`src/source/neoBusPkg.sv`:
```
package neoBusPkg;

	// CPU address zones, zoneNone when idle or unmapped
	typedef enum logic [3:0] {
		zoneNone     = 4'd0,
		zoneRom      = 4'd1,  // 0x000000 cartridge P ROM
		zoneWram     = 4'd2,  // 0x100000 work RAM
		zonePort     = 4'd3,  // 0x200000 cartridge port
		zoneCtrl1    = 4'd4,  // 0x300000 P1 and DIP, watchdog kick
		zoneCtrl2    = 4'd5,  // 0x340000 P2
		zoneStatusB  = 4'd6,  // 0x380000 status, LED and coin latches
		zoneSysLatch = 4'd7,  // 0x3A0000 system latch
		zoneSysRom   = 4'd8,  // 0xC00000 system ROM
		zoneSram     = 4'd9   // 0xD00000 battery SRAM
	} busZone_e;

	// 68000 word address 23:1 with two readings
	typedef union packed {
		struct packed {
			logic [4:0]  region;    // A23..A19
			logic [17:0] offset;    // A18..A1
		} mem;
		struct packed {
			logic [18:0] upper;     // A23..A5
			logic        setClear;  // A4, new bit value
			logic [2:0]  func;      // A3..A1, bit select
		} latch;
	} cpuAddr_u;

	// System latch bit select at 0x3A0000
	typedef enum logic [2:0] {
		funcVectors  = 3'd1,
		funcFix      = 3'd5,
		funcSramLock = 3'd6
	} latchFunc_e;

	// Output latch select from A6..A4 in the status B zone
	typedef enum logic [2:0] {
		ledCoin = 3'd1,
		ledData = 3'd3
	} ledFunc_e;

	// Watchdog length in MCLK cycles
	parameter int watchdogLimitDefault = 16384;

endpackage

```
`src/source/busZoneDecode.sv`:
```
`timescale 1ns/1ps

module busZoneDecode
(
	input  neoBusPkg::cpuAddr_u   cpuAddr,
	input  logic                  nAs,        // Address strobe
	output neoBusPkg::busZone_e   zone,
	output neoBusPkg::latchFunc_e latchFunc,
	output logic                  setClear
);

	logic [3:0] nibble;  // A23..A20
	logic [2:0] ioSel;   // A19..A17, splits the 0x3x page

	assign nibble = cpuAddr.mem.region[4:1];
	assign ioSel  = {cpuAddr.mem.region[0], cpuAddr.mem.offset[17:16]};

	// Zone compare on the upper address bits
	always_comb
	begin
		zone = neoBusPkg::zoneNone;
		if (!nAs)
		begin
			case (nibble)
				4'h0: zone = neoBusPkg::zoneRom;
				4'h1: zone = neoBusPkg::zoneWram;
				4'h2: zone = neoBusPkg::zonePort;
				4'h3:
				begin
					// I/O page, A23..A18 plus A17 for the latch
					casez (ioSel)
						3'b00?:  zone = neoBusPkg::zoneCtrl1;
						3'b01?:  zone = neoBusPkg::zoneCtrl2;
						3'b100:  zone = neoBusPkg::zoneStatusB;
						3'b101:  zone = neoBusPkg::zoneSysLatch;
						default: zone = neoBusPkg::zoneNone;  // 0x3C video, not here
					endcase
				end
				4'hC: zone = neoBusPkg::zoneSysRom;
				4'hD: zone = neoBusPkg::zoneSram;
				default: zone = neoBusPkg::zoneNone;
			endcase
		end
	end

	// Latch view of the same word
	assign latchFunc = neoBusPkg::latchFunc_e'(cpuAddr.latch.func);
	assign setClear  = cpuAddr.latch.setClear;

	// Latch zone only inside a bus cycle
	sysLatchIdle: assert final (!(nAs && zone == neoBusPkg::zoneSysLatch))
		else $error("System latch zone decoded with nAs high");

endmodule

```
`src/source/ioReadMux.sv`:
```
`timescale 1ns/1ps

module ioReadMux
(
	input  neoBusPkg::busZone_e zone,
	input  logic                rw,          // High for read
	input  logic                nAs,
	input  logic                nWp,         // Memory card write protect
	input  logic                nCd1,        // Card detect
	input  logic                nCd2,
	input  logic                systemMode,  // High for MVS
	input  logic [9:0]          p1In,        // Start and select in bits 9:8
	input  logic [9:0]          p2In,
	input  logic [7:0]          dipSwitch,
	output logic [15:0]         cpuDataOut,
	output logic                dataOutEnable
);

	logic readCycle;

	assign readCycle = ~nAs & rw;

	always_comb
	begin
		cpuDataOut    = 16'hFFFF;  // Undriven bus reads high
		dataOutEnable = 1'b0;
		if (readCycle)
		begin
			case (zone)
				neoBusPkg::zoneCtrl1:
				begin
					cpuDataOut    = {p1In[7:0], dipSwitch};
					dataOutEnable = 1'b1;
				end
				neoBusPkg::zoneCtrl2:
				begin
					cpuDataOut    = {p2In[7:0], 8'hFF};
					dataOutEnable = 1'b1;
				end
				neoBusPkg::zoneStatusB:
				begin
					// Card status, start/select pairs and board type
					cpuDataOut    = {nWp, nCd2, nCd1, p2In[9:8], p1In[9:8], systemMode, 8'hFF};
					dataOutEnable = 1'b1;
				end
				default: ;
			endcase
		end
	end

endmodule

```
`src/source/memStrobeGen.sv`:
```
`timescale 1ns/1ps

module memStrobeGen
(
	input  neoBusPkg::busZone_e zone,
	input  logic                rw,          // High for read
	input  logic                nLds,        // Lower lane, D7..D0
	input  logic                nUds,        // Upper lane, D15..D8
	input  logic                sramLocked,
	output logic                nRomOe,
	output logic                nWramRdLow,
	output logic                nWramRdHigh,
	output logic                nWramWrLow,
	output logic                nWramWrHigh,
	output logic                nPortOeLow,
	output logic                nPortOeHigh,
	output logic                nPortWeLow,
	output logic                nPortWeHigh,
	output logic                nSramOeLow,
	output logic                nSramOeHigh,
	output logic                nSramWeLow,
	output logic                nSramWeHigh,
	output logic                nSysRomOe
);

	logic lowLane;
	logic highLane;
	logic anyLane;
	logic rdRom, rdSysRom;
	logic rdWram, wrWram;
	logic rdPort, wrPort;
	logic rdSram, wrSram;

	assign lowLane  = ~nLds;
	assign highLane = ~nUds;
	assign anyLane  = lowLane | highLane;  // Word wide ROMs

	// Zone and direction qualifiers
	assign rdRom    = (zone == neoBusPkg::zoneRom) & rw;
	assign rdSysRom = (zone == neoBusPkg::zoneSysRom) & rw;
	assign rdWram   = (zone == neoBusPkg::zoneWram) & rw;
	assign wrWram   = (zone == neoBusPkg::zoneWram) & ~rw;
	assign rdPort   = (zone == neoBusPkg::zonePort) & rw;
	assign wrPort   = (zone == neoBusPkg::zonePort) & ~rw;
	assign rdSram   = (zone == neoBusPkg::zoneSram) & rw;
	assign wrSram   = (zone == neoBusPkg::zoneSram) & ~rw & ~sramLocked;  // Lock masks both lanes

	assign nRomOe      = ~(rdRom & anyLane);
	assign nSysRomOe   = ~(rdSysRom & anyLane);
	assign nWramRdLow  = ~(rdWram & lowLane);
	assign nWramRdHigh = ~(rdWram & highLane);
	assign nWramWrLow  = ~(wrWram & lowLane);
	assign nWramWrHigh = ~(wrWram & highLane);
	assign nPortOeLow  = ~(rdPort & lowLane);
	assign nPortOeHigh = ~(rdPort & highLane);
	assign nPortWeLow  = ~(wrPort & lowLane);
	assign nPortWeHigh = ~(wrPort & highLane);
	assign nSramOeLow  = ~(rdSram & lowLane);
	assign nSramOeHigh = ~(rdSram & highLane);
	assign nSramWeLow  = ~(wrSram & lowLane);
	assign nSramWeHigh = ~(wrSram & highLane);

	// Lock bit comes from the system latch
	sramLockHolds: assert final (!(sramLocked && !(nSramWeLow && nSramWeHigh)))
		else $error("SRAM write strobe active while SRAM locked");

endmodule

```
`src/source/neoBusGlue.sv`:
```
`timescale 1ns/1ps

module neoBusGlue
#(
	parameter int watchdogLimit = neoBusPkg::watchdogLimitDefault
)
(
	input  logic                MCLK,
	input  logic                reset,
	input  neoBusPkg::cpuAddr_u cpuAddr,
	input  logic [15:0]         cpuDataIn,
	input  logic                rw,
	input  logic                nAs,
	input  logic                nLds,
	input  logic                nUds,
	input  logic                nWp,
	input  logic                nCd1,
	input  logic                nCd2,
	input  logic                systemMode,
	input  logic [9:0]          p1In,
	input  logic [9:0]          p2In,
	input  logic [7:0]          dipSwitch,
	output logic                nRomOe,
	output logic                nWramRdLow,
	output logic                nWramRdHigh,
	output logic                nWramWrLow,
	output logic                nWramWrHigh,
	output logic                nPortOeLow,
	output logic                nPortOeHigh,
	output logic                nPortWeLow,
	output logic                nPortWeHigh,
	output logic                nSramOeLow,
	output logic                nSramOeHigh,
	output logic                nSramWeLow,
	output logic                nSramWeHigh,
	output logic                nSysRomOe,
	output logic                systemVectors,
	output logic                nSystem,
	output logic [7:0]          ledData,
	output logic [3:0]          coinOut,
	output logic                watchdogReset,
	output logic [15:0]         cpuDataOut,
	output logic                dataOutEnable
);

	neoBusPkg::busZone_e   zone;
	neoBusPkg::latchFunc_e latchFunc;
	neoBusPkg::ledFunc_e   ledSelect;
	logic                  setClear;
	logic                  sramLocked;  // System latch to SRAM strobes

	assign ledSelect = neoBusPkg::ledFunc_e'(cpuAddr.mem.offset[5:3]);  // A6..A4

	// Ports connect by name
	busZoneDecode busZoneDecode_i (.*);
	memStrobeGen memStrobeGen_i (.*);
	sysLatchRegs #(.watchdogLimit(watchdogLimit)) sysLatchRegs_i (.*);
	ioReadMux ioReadMux_i (.*);

endmodule

```
`src/source/sysLatchRegs.sv`:
```
`timescale 1ns/1ps

module sysLatchRegs
#(
	parameter int watchdogLimit = neoBusPkg::watchdogLimitDefault
)
(
	input  logic                  MCLK,
	input  logic                  reset,
	input  logic                  nAs,
	input  logic                  rw,             // High for read
	input  neoBusPkg::busZone_e   zone,
	input  neoBusPkg::latchFunc_e latchFunc,
	input  logic                  setClear,
	input  neoBusPkg::ledFunc_e   ledSelect,      // A6..A4
	input  logic [15:0]           cpuDataIn,
	output logic                  sramLocked,
	output logic                  systemVectors,  // High maps BIOS vectors
	output logic                  nSystem,        // Low selects system fix ROM
	output logic [7:0]            ledData,
	output logic [3:0]            coinOut,
	output logic                  watchdogReset
);

	localparam int wdWidth = $clog2(watchdogLimit + 1);

	logic               nAsPrev;     // nAs at the previous edge
	logic               writeStart;  // First edge of a write cycle
	logic               wdKick;
	logic [wdWidth-1:0] wdCount;

	always_ff @(posedge MCLK)
	begin
		if (reset)
			nAsPrev <= 1'b1;
		else
			nAsPrev <= nAs;
	end

	assign writeStart = ~nAs & nAsPrev & ~rw;  // One action per bus cycle
	assign wdKick     = writeStart & (zone == neoBusPkg::zoneCtrl1);

	// System latch at 0x3A0000, A4 gives the value
	always_ff @(posedge MCLK)
	begin
		if (reset)
		begin
			sramLocked    <= 1'b1;
			systemVectors <= 1'b1;
			nSystem       <= 1'b0;
		end
		else if (writeStart && zone == neoBusPkg::zoneSysLatch)
		begin
			case (latchFunc)
				neoBusPkg::funcVectors:  systemVectors <= ~setClear;
				neoBusPkg::funcFix:      nSystem <= setClear;
				neoBusPkg::funcSramLock: sramLocked <= ~setClear;
				default: ;  // Other latch bits not modelled
			endcase
		end
	end

	// Cabinet LED and coin counter latches
	always_ff @(posedge MCLK)
	begin
		if (reset)
		begin
			ledData <= 8'h00;
			coinOut <= 4'h0;
		end
		else if (writeStart && zone == neoBusPkg::zoneStatusB)
		begin
			case (ledSelect)
				neoBusPkg::ledData: ledData <= cpuDataIn[7:0];
				neoBusPkg::ledCoin: coinOut <= cpuDataIn[3:0];
				default: ;
			endcase
		end
	end

	// Watchdog, restarts from 0 after each pulse
	always_ff @(posedge MCLK)
	begin
		if (reset || wdKick)
		begin
			wdCount       <= '0;
			watchdogReset <= 1'b0;
		end
		else if (wdCount == wdWidth'(watchdogLimit - 1))
		begin
			wdCount       <= '0;
			watchdogReset <= 1'b1;
		end
		else
		begin
			wdCount       <= wdCount + 1'b1;
			watchdogReset <= 1'b0;
		end
	end

	wdPulseSingle: assert property (@(posedge MCLK) disable iff (reset)
		watchdogReset |=> !watchdogReset)
		else $error("watchdogReset high for more than one cycle");

endmodule

```
`config.mk`:
```
export PLATFORM = sky130hd
export DESIGN_NAME = neoBusGlue
export DESIGN_NICKNAME = d
export VERILOG_FILES = /design/src/source/neoBusPkg.sv /design/src/source/busZoneDecode.sv /design/src/source/ioReadMux.sv /design/src/source/memStrobeGen.sv /design/src/source/neoBusGlue.sv /design/src/source/sysLatchRegs.sv
export SDC_FILE = /design/constraint.sdc
export NUM_CORES = 1
export LEC_CHECK = 0
export ABC_AREA = 1
export BUFFER_PORTS_ARGS = -buffer_cell sky130_fd_sc_hd__buf_2
export CORE_MARGIN = 5
export CORE_UTILIZATION = 40
export DETAILED_ROUTE_END_ITERATION = 8
export PLACE_DENSITY = 0.74
export SYNTH_ARGS = -nofsm -noshare
export SYNTH_HDL_FRONTEND = slang
export SYNTH_SLANG_ARGS = --single-unit
```
`constraint.sdc`:
```
create_clock -name MCLK -period 1.7 [get_ports MCLK]
set_input_delay 0.085 -clock MCLK [delete_from_list [all_inputs] [get_ports MCLK]]
set_output_delay 0.085 -clock MCLK [all_outputs]
set_load 0.02 [all_outputs]
```
## Word-level counts from Yosys, hierarchy flattened

Cells that the tools add are included.

- Memories: 0
- Output and inout port bits: 46
- Input bits: 77
- Register bits: 32
- Bits in writable memories: 0
- ROM bits: 0
- Latch bits: 0

- Equality and inequality tests: 23
- Muxes and demuxes: 8
- Shift-type cells: 0
- Reductions and logical operators: 12
- Div/mod/pow operators: 0
- Multiply operators: 0
- Bitwise logic cells: 48
- Add/sub/neg operators: 1
- Order comparisons: 0

Operators with widths:

| cell | count |
|---|---|
| one-hot mux 16 bit (3 select lines) | 1 |
| AND 1 bit | 27 |
| one-hot mux 4 bit (6 select lines) | 1 |
| inverter 1 bit | 20 |
| == test 4 x 2 -> 1 bit (second input constant) | 4 |
| == test 4 x 3 -> 1 bit (second input constant) | 4 |
| == test 4 bit (second input constant) | 4 |
| 2-to-1 mux 16 bit | 1 |
| adder 15 x 1 -> 15 bit (second input constant) | 1 |
| == test 15 x 14 -> 1 bit (second input constant) | 1 |
| == test 3 bit (second input constant) | 4 |
| one-hot mux 3 bit (4 select lines) | 1 |
| AND reduction 2 bit | 5 |
| == test 4 x 1 -> 1 bit (second input constant) | 2 |
| == test 3 x 1 -> 1 bit (second input constant) | 2 |
| logical NOT 4 bit | 1 |
| 2-to-1 mux 4 bit | 1 |
| == test 3 x 2 -> 1 bit (second input constant) | 1 |
| 2-to-1 mux 1 bit | 3 |
| OR reduction 3 bit | 1 |
| == test 2 x 1 -> 1 bit (second input constant) | 1 |
| logical AND 1 bit | 2 |
| logical NOT 2 bit | 1 |
| OR reduction 2 bit | 1 |
| 2 further kinds | 2 |

## Logic depth before layout (Yosys ltp)

- Word-level depth: 9
- Gate-level depth with buffers: 10
- Mapped depth without buffers: 10

## By module

Synthesis repeated with hierarchy kept, for this count alone.

- Cell total of the unflattened synthesis: 377
- Area total of the unflattened synthesis: 2301.0 µm²

Modules (own cells, without submodules):

| module | times used | area each (µm²) | cells an instance |
|---|---|---|---|
| sysLatchRegs | 1 | 1551.5 | 219 |
| ioReadMux | 1 | 456.7 | 99 |
| memStrobeGen | 1 | 165.2 | 34 |
| busZoneDecode | 1 | 127.6 | 25 |

## Least setup slack after synthesis

OpenSTA, ideal clock, no wires.

- Path type: register -> register
- From: register sysLatchRegs_i.wdCount[0]
- To: register sysLatchRegs_i.wdCount[13]
- Required time: 1.579 ns
- Library setup time: 0.121 ns
- Arrival time: 1.392 ns
- Path slack: 0.188 ns
- Stages on the path, launching flop included: 10
- Path buffers: 1
- Path through: dfxtp_1 -> ha_1 -> nand3_2 -> nor3_2 -> nand2_1 -> nor2_2 -> nand2_1 -> nand3_4 -> buf_12 -> nor2_4

- Cells in the longest elaborated chain, start to end: 2
- Elaborated cells on any way between the ends: 3
- Those cells by class: 1 x add/sub; 1 x eq/ne; 1 x reduce/logical

Ends and longest elaborated chain:

| item | RTL line | text |
|---|---|---|
| from (decl) | sysLatchRegs.sv:30 | `logic [wdWidth-1:0] wdCount;` |
| from (signal assigned) | sysLatchRegs.sv:96 | `wdCount <= wdCount + 1'b1;` |
| branches (longest 2 deep; another with adder 15 x 1 -> 15 bit) | n/a |  |

Several ways; the timed one is not identified.
A chain may end at the register's enable or synchronous reset.

## Worst setup path after layout

- From: register sysLatchRegs_i.wdCount[0]
- To: register sysLatchRegs_i.wdCount[10]

The elaborated chain is that of the path after synthesis.

==> impl_metrics.tcl <==
set metrics [dict create \
    antenna_left 0 \
    grt_pass1_vias 2166 \
    arrival_ns 1.76 \
    syn_area_sq_mm 0.002128 \
    place_congestion 0.9337 \
    finalSetupViolations 0 \
    clock-sinks 32 \
    cts_resized 0 \
    synth_flop_cell "dfxtp_1" \
    dieHeight_um 82.95 \
    rsz0062_at_grt "false" \
    hp-class "input pin to flop" \
    die-area_sq_mm 0.006880 \
    critical_path.max_stage_delay_ns 0.35 \
    syn_inst 287 \
    post-route-period-util_pct 93.32 \
    max_freq_mhz 630.3 \
    synth_warnings 0 \
    startpoint_type "flop" \
    cts_tree "yes" \
    vias_per_cell 4.915 \
    ys_async_sr_fraction_pct 0 \
    drv_slew 0 \
    post-route-min-period_ns 1.586 \
    clock_latency_ns 0.28 \
    portBuffers 104 \
    hold_viol 0 \
    nFillCells 508 \
    ir_drop_mv 0.5605 \
    clkSlewWorstSetupHoldPaths_ns 0.07 \
    hold_buffers 0 \
    synth-edff-count 0 \
    ctsHtreeMaxLevel 2 \
    outcome "completed" \
    wire_per_inst_um 12.10 \
    drt_iter0_markers 74 \
    critical_path_required_ns 1.87 \
    path_buf_inv 1 \
    dp_hpwl_um 4767 \
    slew_headroom_pct 63.82 \
    layout_common_cells "buf_2, nand2_1, nand3_1" \
    core-area_sq_mm 0.005140 \
    grt_overflow_total 0 \
    drive_gt1_share_pct 40.60 \
    drt-total-wl_um 5677 \
    rows 26 \
    via_count 2305 \
    yosys-top-cells-area "dfxtp_1, nand4_1, nand2_1, nand3_1, nor2_4" \
    numCtsBuffers 5 \
    antenna-diode-count 0 \
    cp_common_cell "nand2_1" \
    dr.pass1.iters 4 \
    die_w_um 82.95 \
    setup_tns_ns 0 \
    postSynthAreaPerCell_sq_um 7.416 \
    boundaryPins 123 \
    post-cts-setup-buffers 0 \
    total_power_mw 1.786 \
    grt_pass1_wl_um 9735 \
    cp-end-kind "flop" \
    pwr_density_cell_mw_per_mm2 617.9 \
    crit_path_top_delay_cell "dfxtp_1" \
    yosysTopAreaCell "dfxtp_1" \
    cts_root_buf "clkbuf_8" \
    area_delta_synth_final_pct 35.80 \
    synth_cell_types 33 \
    post-route-drc-count 0 \
    critPathTopFamily "simple AND/OR/NAND/NOR gates" \
    final_common_cell "buf_2" \
    nNetsFinal 476 \
    ys_seq_elements 32 \
    path_max_fanout 8 \
    worst_pin_slew_ns 0.5386 \
    seq_area_frac_synth_pct 30.10 \
    worstPathCellList "ha_2 -> nand3_2 -> nor3_4 -> nand2_1 -> nor2_2 -> nand2_1 -> nand3_4 -> buf_12 -> nor2_1" \
    grt_max_degree 20 \
    track_usage_pct 16.33 \
    initial_core_util_pct 41.41 \
    clk_path_buf_depth 2 \
    path_class "flop to flop" \
    antenna_found_initial 0 \
    p_leak_nw 1.181 \
    syn-num-nets 365 \
    worst_clock_skew_ns 0.006168 \
    max-cap-violations 0 \
    synth_top_area_share_pct 30.10 \
]
[synth_stat cells, types with 2 or more instances]
cell and number:
buf_6 2, nor2_4 13, buf_2 2, nand2_2 3, nand4_4 2, xor2_1 7
xnor2_1 5, inv_2 6, a21oi_1 14, nand3_1 35, nor2_2 5, nor2_1 24
inv_1 24, nand2_1 51, dfxtp_1 32, or2_1 8, nand3_2 2, nand3_4 2
nor3_1 5, nand4_1 31, nand2_4 2
[report_power, final]
part           total (mW)  internal, mW  switching, mW
Clock               0.789         0.517          0.272
Sequential          0.762         0.757        0.00495
Combinational       0.235        0.0947          0.141
Total                1.79          1.37          0.417
[layout make-up]
cell class	instances	area, sq um	share of cell area [%]
clock buffer	7	96.34	3.333
multi-input combinational	216	1316	45.54
timing repair buffer	111	598.1	20.69
tap	70	87.58	3.030
inverter	32	121.4	4.199
sequential	32	640.6	22.16
clock inverter	1	30.03	1.039
[metal layers]
metal,vias up,global-route usage [%],part of all wire [%]
li1,1180,-,-
met1,1037,19.29,42
met2,80,28.28,50
met3,8,4.752,6.5
met4,0,5.201,1.2
met5,-,0,0
[metrics by stage]
step | hold slack [ns] | utilization (%) | cell area, sq um | cells | setup slack [ns]
finish | 0.07648 | 56.23 | 2890 | 469 | 0.1136
global route | 0.07547 | 56.23 | 2890 | 469 | 0.008660
CTS | 0.06800 | 55.96 | 2877 | 469 | 0.08100
detailed placement | 0.3713 | 53.51 | 2750 | 461 | 0.08941
global placement | 0.3668 | 53.51 | 2750 | 461 | 0.1216
floorplan | 0.1541 | - | 2128 | 287 | 0.1877
[final timing paths]
kind	start	to	slack [ns]	cells past startpoint
max	sysLatchRegs_i.wdCount[0]$_SDFF_PP0_	sysLatchRegs_i.wdCount[10]$_SDFF_PP0_	0.11	9
min	cpuDataIn[7]	sysLatchRegs_i.ledData[7]$_SDFFE_PP0P_	0.08	3
max reg2reg	sysLatchRegs_i.wdCount[0]$_SDFF_PP0_	sysLatchRegs_i.wdCount[10]$_SDFF_PP0_	0.11	9
min reg2reg	sysLatchRegs_i.wdCount[0]$_SDFF_PP0_	sysLatchRegs_i.wdCount[0]$_SDFF_PP0_	0.45	1
[kinds of logic (layout without fill, tap and decap cells)]
kind of cell / count (synthesis) / count (layout) / synth area share, %
DFF: 32 / 32 / 30.10
AOI/OAI and AO/OA: 17 / 17 / 4.703
and+or+nand+nor: 186 / 186 / 50.97
xor gates and xnor gates: 12 / 12 / 4.938
adders and majority gates: 1 / 1 / 0.5878
buffers and inverters: 39 / 151 / 8.700
[worst reg2reg max path, stage by stage, from the launching register on]
cell	delay, ns
dfxtp_1	0.35
ha_2	0.21
nand3_2	0.14
nor3_4	0.16
nand2_1	0.12
nor2_2	0.11
nand2_1	0.09
nand3_4	0.11
buf_12	0.14
nor2_1	0.05
[flip-flops by register name, indices dropped and copies added, names as in the netlist]
name	cells
sysLatchRegs_i.systemVectors	1
sysLatchRegs_i.sramLocked	1
sysLatchRegs_i.wdCount	15
sysLatchRegs_i.watchdogReset	1
sysLatchRegs_i.nSystem	1
sysLatchRegs_i.nAsPrev	1
sysLatchRegs_i.ledData	8
sysLatchRegs_i.coinOut	4
Power figures use the tool's default switching activity.
